File: src/logic/ram_cfg_pkg.sv
package ram_cfg_pkg;

  // ----------------------------------------
  // Array geometry
  // ----------------------------------------

  // Number of entries in the array
  localparam int depth = 16;

  // Bits per entry
  localparam int width = 32;

  // Smallest unit a partial write can replace
  localparam int word_width = 8;

  // Partial-write words per entry, one enable bit each
  localparam int num_words = width / word_width;

  // Entry address bits
  localparam int addr_width = $clog2(depth);

  // ----------------------------------------
  // Pipeline stages
  // ----------------------------------------

  // Registers on both the write and the read address paths
  // Equal counts keep the same-cycle bypass aligned
  localparam int addr_stages = 1;

  // Registers after the array read mux
  localparam int rd_data_stages = 1;

  // Cycles from read issue to rd_data_valid
  localparam int read_latency = addr_stages + rd_data_stages;

  // Cycles from write issue until the array holds the new value
  localparam int write_latency = addr_stages + 1;

endpackage

File: src/logic/ram_types_pkg.sv
package ram_types_pkg;

  import ram_cfg_pkg::*;

  // ----------------------------------------
  // Port types
  // ----------------------------------------

  // Entry address
  typedef logic [addr_width-1:0] addr_t;

  // One bit per partial-write word, bit 0 covers the low byte
  typedef logic [num_words-1:0] word_en_t;

  // ----------------------------------------
  // Entry view
  // ----------------------------------------

  // Same 32 bits seen as one word or as byte lanes
  // The lane view lines up with word_en_t for masked writes and bypass merges
  typedef union packed {
    // Whole entry
    logic [width-1:0] full;
    // Byte lanes, lane 0 in the low byte
    logic [num_words-1:0][word_width-1:0] words;
  } entry_u;

endpackage

File: src/logic/ram_port_if.sv
`timescale 1ns/1ps

// Write port bundle, valid strobe with no back-pressure
interface ram_wr_if import ram_types_pkg::*; ();

  logic     wr_valid;
  addr_t    wr_addr;
  entry_u   wr_data;
  // Lanes to replace, other lanes keep their value
  word_en_t wr_word_en;

  // Requester side
  modport src(output wr_valid, wr_addr, wr_data, wr_word_en);
  // Memory side
  modport dst(input wr_valid, wr_addr, wr_data, wr_word_en);

endinterface

// Read port bundle, address goes in and data comes back at fixed latency
interface ram_rd_if import ram_types_pkg::*; ();

  logic   rd_addr_valid;
  addr_t  rd_addr;
  // Single-cycle strobe per issued read
  logic   rd_data_valid;
  entry_u rd_data;

  // Requester side issues addresses and takes data
  modport req(output rd_addr_valid, rd_addr, input rd_data_valid, rd_data);
  // Memory side takes addresses and returns data
  modport mem(input rd_addr_valid, rd_addr, output rd_data_valid, rd_data);

endinterface

File: src/logic/delay_valid.sv
`timescale 1ns/1ps

module delay_valid #(
  parameter int Width     = 1,
  parameter int NumStages = 1
) (
  input  logic             wr_clk,
  input  logic             wr_rst,
  input  logic             in_valid,
  input  logic [Width-1:0] in,
  output logic             out_valid,
  output logic [Width-1:0] out
);

  if (NumStages == 0) begin : gen_wire

    // No stages, straight pass
    assign out_valid = in_valid;
    assign out       = in;

  end else begin : gen_stages

    // Stage s holds what entered s+1 edges ago
    logic [NumStages-1:0] valid_q;
    logic [Width-1:0]     data_q [NumStages];

    // ----------------------------------------
    // Valid chain
    // ----------------------------------------
    always_ff @(posedge wr_clk) begin
      if (wr_rst) begin
        valid_q <= '0;
      end else begin
        valid_q[0] <= in_valid;
        for (int s = 1; s < NumStages; s++) begin
          valid_q[s] <= valid_q[s-1];
        end
      end
    end

    // ----------------------------------------
    // Data chain
    // ----------------------------------------
    // Each stage loads only behind a valid, otherwise it holds
    always_ff @(posedge wr_clk) begin
      if (in_valid) begin
        data_q[0] <= in;
      end
      for (int s = 1; s < NumStages; s++) begin
        if (valid_q[s-1]) begin
          data_q[s] <= data_q[s-1];
        end
      end
    end

    assign out_valid = valid_q[NumStages-1];
    assign out       = data_q[NumStages-1];

    // Valid leaves exactly NumStages edges after it entered
    valid_delay_a : assert property (@(posedge wr_clk) disable iff (wr_rst)
      !wr_rst |-> ##NumStages (out_valid == $past(in_valid, NumStages)));

  end

endmodule

File: src/logic/ram_1r1w_top.sv
`timescale 1ns/1ps

module ram_1r1w_top import ram_types_pkg::*; (
  input  logic     wr_clk,
  input  logic     wr_rst,
  // Write port
  input  logic     wr_valid,
  input  addr_t    wr_addr,
  input  entry_u   wr_data,
  input  word_en_t wr_word_en,
  // Read port
  input  logic     rd_addr_valid,
  input  addr_t    rd_addr,
  output logic     rd_data_valid,
  output entry_u   rd_data
);

  // ----------------------------------------
  // Port bundles
  // ----------------------------------------
  ram_wr_if wr_bus ();
  ram_rd_if rd_bus ();

  // Write side, plain pins onto the src end
  assign wr_bus.wr_valid   = wr_valid;
  assign wr_bus.wr_addr    = wr_addr;
  assign wr_bus.wr_data    = wr_data;
  assign wr_bus.wr_word_en = wr_word_en;

  // Read request onto the req end
  assign rd_bus.rd_addr_valid = rd_addr_valid;
  assign rd_bus.rd_addr       = rd_addr;

  // Returned data back out to the pins
  assign rd_data_valid = rd_bus.rd_data_valid;
  assign rd_data       = rd_bus.rd_data;

  // ----------------------------------------
  // RAM core
  // ----------------------------------------
  // Both ports share wr_clk so the same-cycle bypass is legal
  ram_flops_1r1w core (
    .wr_clk(wr_clk),
    .wr_rst(wr_rst),
    .wr    (wr_bus.dst),
    .rd    (rd_bus.mem)
  );

endmodule

File: src/logic/ram_flops_1r1w.sv
`timescale 1ns/1ps

module ram_flops_1r1w import ram_cfg_pkg::*; import ram_types_pkg::*; (
  input logic   wr_clk,
  input logic   wr_rst,
  ram_wr_if.dst wr,
  ram_rd_if.mem rd
);

  // Write path word is {addr, data, word_en}
  logic [addr_width+width+num_words-1:0] wr_path_in;
  logic [addr_width+width+num_words-1:0] wr_path_out;

  // Write port as seen at the array
  logic     mem_wr_valid;
  addr_t    mem_wr_addr;
  entry_u   mem_wr_data;
  word_en_t mem_wr_word_en;

  // Read port as seen at the array
  logic     mem_rd_addr_valid;
  addr_t    mem_rd_addr;
  entry_u   mem_rd_stored;
  entry_u   mem_rd_data;
  logic     mem_rd_hit;

  entry_u   mem [depth];

  // Old entry with the enabled lanes taken from the new data
  function automatic entry_u merge_words(entry_u old_e, entry_u new_e, word_en_t en);
    entry_u res;
    res = old_e;
    for (int w = 0; w < num_words; w++) begin
      if (en[w]) begin
        res.words[w] = new_e.words[w];
      end
    end
    return res;
  endfunction

  // True when every enabled lane of got equals exp
  function automatic bit words_match(entry_u got, entry_u exp, word_en_t en);
    bit ok;
    ok = 1'b1;
    for (int w = 0; w < num_words; w++) begin
      if (en[w] && (got.words[w] != exp.words[w])) begin
        ok = 1'b0;
      end
    end
    return ok;
  endfunction

  // ----------------------------------------
  // Address pipelines
  // ----------------------------------------
  // Word enable rides with the address and data
  assign wr_path_in = {wr.wr_addr, wr.wr_data, wr.wr_word_en};

  delay_valid #(
    .Width    (addr_width + width + num_words),
    .NumStages(addr_stages)
  ) wr_path (
    .wr_clk   (wr_clk),
    .wr_rst   (wr_rst),
    .in_valid (wr.wr_valid),
    .in       (wr_path_in),
    .out_valid(mem_wr_valid),
    .out      (wr_path_out)
  );

  assign {mem_wr_addr, mem_wr_data, mem_wr_word_en} = wr_path_out;

  // Same stage count as the write side so a same-edge pair meets at the array
  delay_valid #(
    .Width    (addr_width),
    .NumStages(addr_stages)
  ) rd_addr_path (
    .wr_clk   (wr_clk),
    .wr_rst   (wr_rst),
    .in_valid (rd.rd_addr_valid),
    .in       (rd.rd_addr),
    .out_valid(mem_rd_addr_valid),
    .out      (mem_rd_addr)
  );

  // ----------------------------------------
  // Array
  // ----------------------------------------
  // All entries clear on reset, then masked writes
  always_ff @(posedge wr_clk) begin
    if (wr_rst) begin
      for (int i = 0; i < depth; i++) begin
        mem[i] <= '0;
      end
    end else if (mem_wr_valid) begin
      mem[mem_wr_addr] <= merge_words(mem[mem_wr_addr], mem_wr_data, mem_wr_word_en);
    end
  end

  // ----------------------------------------
  // Read mux and bypass
  // ----------------------------------------
  assign mem_rd_stored = mem[mem_rd_addr];

  // Write landing this edge on the entry being read
  assign mem_rd_hit = mem_wr_valid && mem_rd_addr_valid && (mem_wr_addr == mem_rd_addr);

  // Hit returns what the entry holds after this edge, lane by lane
  assign mem_rd_data = mem_rd_hit ?
                       merge_words(mem_rd_stored, mem_wr_data, mem_wr_word_en) :
                       mem_rd_stored;

  delay_valid #(
    .Width    (width),
    .NumStages(rd_data_stages)
  ) rd_data_path (
    .wr_clk   (wr_clk),
    .wr_rst   (wr_rst),
    .in_valid (mem_rd_addr_valid),
    .in       (mem_rd_data),
    .out_valid(rd.rd_data_valid),
    .out      (rd.rd_data)
  );

  // ----------------------------------------
  // Checks
  // ----------------------------------------
  // Every read returns at fixed latency
  read_latency_a : assert property (@(posedge wr_clk) disable iff (wr_rst)
    rd.rd_addr_valid |-> ##read_latency rd.rd_data_valid);

  // Same-edge write and read to one entry returns the new lanes
  rw_hazard_new_data_a : assert property (@(posedge wr_clk) disable iff (wr_rst)
    wr.wr_valid && rd.rd_addr_valid && (wr.wr_addr == rd.rd_addr) |->
      ##read_latency rd.rd_data_valid &&
      words_match(rd.rd_data, $past(wr.wr_data, read_latency),
                  $past(wr.wr_word_en, read_latency)));

  // Array holds the written lanes write_latency edges after issue
  write_lands_a : assert property (@(posedge wr_clk) disable iff (wr_rst)
    wr.wr_valid |-> ##write_latency
      words_match(mem[$past(wr.wr_addr, write_latency)],
                  $past(wr.wr_data, write_latency),
                  $past(wr.wr_word_en, write_latency)));

endmodule

File: config.mk
export PLATFORM = sky130hd
export DESIGN_NAME = ram_1r1w_top
export DESIGN_NICKNAME = d
export VERILOG_FILES = /design/src/logic/ram_cfg_pkg.sv /design/src/logic/ram_types_pkg.sv /design/src/logic/ram_port_if.sv /design/src/logic/delay_valid.sv /design/src/logic/ram_1r1w_top.sv /design/src/logic/ram_flops_1r1w.sv
export SDC_FILE = /design/constraint.sdc
export NUM_CORES = 1
export LEC_CHECK = 0
export BUFFER_PORTS_ARGS = -buffer_cell sky130_fd_sc_hd__clkbuf_2
export CORE_MARGIN = 1
export CORE_UTILIZATION = 60
export DETAILED_ROUTE_END_ITERATION = 8
export GPL_ROUTABILITY_DRIVEN = 0
export PLACE_DENSITY = 0.78
export SETUP_SLACK_MARGIN = 0.5
export SLEW_MARGIN = 10
export SYNTH_ARGS = -nofsm -noshare
export SYNTH_HDL_FRONTEND = slang
export SYNTH_SLANG_ARGS = --single-unit
File: constraint.sdc
create_clock -name wr_clk -period 3.2 [get_ports wr_clk]
set_input_delay 0.64 -clock wr_clk [delete_from_list [all_inputs] [get_ports wr_clk]]
set_output_delay 0.64 -clock wr_clk [all_outputs]
set_load 0.02 [all_outputs]
==> summary.txt <==
Clock network
  • Later-pin clock latency in the skew report: 620 ps
  • TritonCTS Sinks: 591
  • # H-tree levels: 2
  • CTS tree: yes
  • Clock-pin slew on the worst setup and hold paths: 60 ps
  • Clock Path Buffers: 3
  • TritonCTS Buffers: 58
  • Clk root buf: clkbuf_16

Place
  • I/O Buffers: 80
  • Dpl hpwl: 39600 µm
  • Dpl ws: 296 ps
  • Placed Area: 27100 µm²

Yosys
  • Syn nets: 1671
  • Sequential element share of the synthesized area: 0.679
  • Syn Inst Count: 1623
  • Synthesis-stage register bit count: 591
  • Synth cell types: 21
  • Synth Area per Inst: 16.1 µm²
  • Area of the mapped netlist: 26100 µm²
  • Synth warnings: 0

Timing
  • Worst Max-Slew Pin Slew: 926 ps
  • Period minus WS final: 2670 ps
  • F_max: 374 MHz
  • Part of the cycle the worst path needs: 0.835
  • Final-report max-slew violation count: 0
  • Final setup fails: 0
  • RSZ-0062 raised after global routing: yes
  • Slack of the critical path: 528 ps
  • Skew final: 19.7 ps
  • Slew margin rel.: 0.383
  • Setup TNS: 0 ps
  • Final hold viol count: 0

Finish
  • Area delta synth->final: 11.4%
  • Layout cells sized above 1: 0.245
  • Final instance area: 29100 µm²
  • Nets: 1750
  • Final core utilization: 0.676
  • Total inserted antenna cells: 0

Floorplan
  • Die H: 210 µm
  • Die Width: 210 µm
  • Core area: 43000 µm²
  • Ports: 81
  • Row count: 76
  • Initial core utilization: 0.607
  • DIE AREA: 44300 µm²

Drt
  • Total number of vias: 14.2k
  • Via density: 6.10
  • Top Layer Used: met5
  • Drc violations: 0
  • WL/cell: 26.1 µm
  • Drt pass-1 iters: 5
  • Met3 WL post-DR: 5510 µm
  • Routed wire length: 61000 µm
  • Met2 wire len: 29200 µm
  • ANT nets after route: 0
  • Met1 WL: 23700 µm
  • DR iter-0 viols: 1559

GRT
  • Vias in the first global route: 14.4k
  • Tot GR Track Use: 0.285
  • First-pass GRT wire length: 90800 µm
  • Largest net degree at the start of global routing: 129
  • Total grt overflow: 0
  • Initial antenna violation count: 1

Min path
  • Hold Crit Class: primary input to flop
  • Hold wc startpoint: wr_data[4]

Setup path
  • Worst setup path endpoint: core.mem[12][24]
  • Critical path endpoint category: flop
  • WP data arrival: 2970 ps
  • CP Launch Type: flop
  • R2r endpoint: core.mem[12][24]
  • FF-to-FF setup slack: 530 ps
  • Crit path required time: 3500 ps
  • Worst Setup SP: core.wr_path.gen_stages.data_q[0][36]
  • Critical path fanouts, max: 9
  • Setup CP Type: flop to flop
  • Origin of the critical flop-to-flop path: core.wr_path.gen_stages.data_q[0][36]
  • FF-to-FF path depth: 4

Power
  • Overall power: 17.2 mW
  • Worst VDD drop: 0.451 mV
  • Lkg Pwr: 10.9 nW
  • P per Cell Area: 591 nW/µm²

Job
  • Max-cap violation count: 0

Status
  • Status: finished clean
==> synth_stat cells <==
library cell	instances	share of area
nand2_1	45	0.0065
nor2b_1	10	0.0024
a22oi_1	64	0.018
mux2_2	32	0.014
dfxtp_1	3	0.0023
or2_2	64	0.015
xor2_1	3	0.0010
clkbuf_1	64	0.0092
nand3_1	10	0.0019
buf_6	10	0.0043
xnor2_1	1	0.00034
and3_1	1	0.00024
mux4_2	128	0.11
and2_1	513	0.12
buf_4	3	0.00086
buf_1	10	0.0014
nor2_1	67	0.0096
buf_2	5	0.00096
nand4_1	1	0.00024
nor3_2	1	0.00038
edfxtp_1	588	0.68
==> critical path, stage by stage (launching register included) <==
cell and delay, ps:
edfxtp_1 560, nor2_1 330, nand3_1 530, nor2_1 590
or2_2 330
==> logic make-up (layout without fill, tap and decap cells) <==
| family | count (synthesis) | count (layout) | share of synthesized area |
|---|---|---|---|
| AO/OA/AOI/OAI | 64 | 64 | 0.0184 |
| XOR/XNOR | 4 | 4 | 0.00134 |
| buffers and inverters | 92 | 217 | 0.0168 |
| flip-flops | 591 | 591 | 0.679 |
| multiplexers | 160 | 160 | 0.124 |
| AND/OR/NAND/NOR | 712 | 712 | 0.160 |
==> where the power goes <==
part	internal [mW]	leakage (nW)	switching, mW
Sequential	8.78	6.27	0.307
Combinational	0.445	3.68	0.601
Clock	4.18	0.957	2.85
==> worst min-delay path by stage <==
stage	to	slack [ps]	cells after the start
floorplan	core.mem[0][7]	610	1
global placement	core.wr_path.gen_stages.data_q[0][10]	820	1
detailed placement	core.wr_path.gen_stages.data_q[0][14]	820	1
CTS	core.wr_path.gen_stages.data_q[0][1]	170	1
global route	core.wr_path.gen_stages.data_q[0][1]	180	1
finish	core.wr_path.gen_stages.data_q[0][8]	190	1
==> per-layer routing <==
metal	GRT usage	vias to the layer above
met4	0.125	2
li1	-	6182
met3	0.0641	159
met2	0.453	733
met1	0.384	7161
met5	0	-
==> flip-flops by register name, indices dropped and copies added (netlist names) <==
signal                               cells
core.mem                               512
core.rd_addr_path.gen_stages.data_q      4
core.rd_data_path.gen_stages.data_q     32
core.wr_path.out_valid                   1
core.wr_path.gen_stages.data_q          40
core.rd_addr_path.out_valid              1
core.rd_data_path.out_valid              1
==> cell usage in the layout (no fill, tap or decap), types with 2 or more instances in the layout <==
cell type,synthesis,layout
clkinv_2,0,9
buf_4,3,25
nor2b_2,0,2
and2_1,513,513
nor2b_1,10,8
clkbuf_2,0,80
nand2_1,45,44
buf_12,0,5
dfxtp_1,3,2
or2_2,64,64
clkinvlp_4,0,3
clkbuf_1,64,10
clkbuf_8,0,4
bufinv_16,0,9
clkinv_1,0,9
mux4_2,128,128
nand3_1,10,10
xor2_1,3,3
a22oi_1,64,64
clkbuf_16,0,59
edfxtp_1,588,588
clkinv_4,0,2
nor2_1,67,66
mux2_2,32,32
==> timing repair <==
action / 4_1_cts / 5_1_grt
gates resized for setup: 0 / 2
buffers inserted: 0 / 1
setup endpoints to repair: 0 / 38
hold buffers: 0 / 0
==> area by class of cell <==
class	instances	area (µm²)
well taps	585	732
repair buffers	111	699
clock inverters	33	398
multi-input cells	940	7930
flip-flops and latches	591	17700
clock buffers	73	1570
fillers	2869	13900
==> through the flow <==
step	hold slack (ps)	std cells
finish	190	2333
global route	183	2333
CTS	167	2332
detailed placement	819	2226
global placement	817	2226
floorplan	614	1623
(Power assumes the default switching activity.)
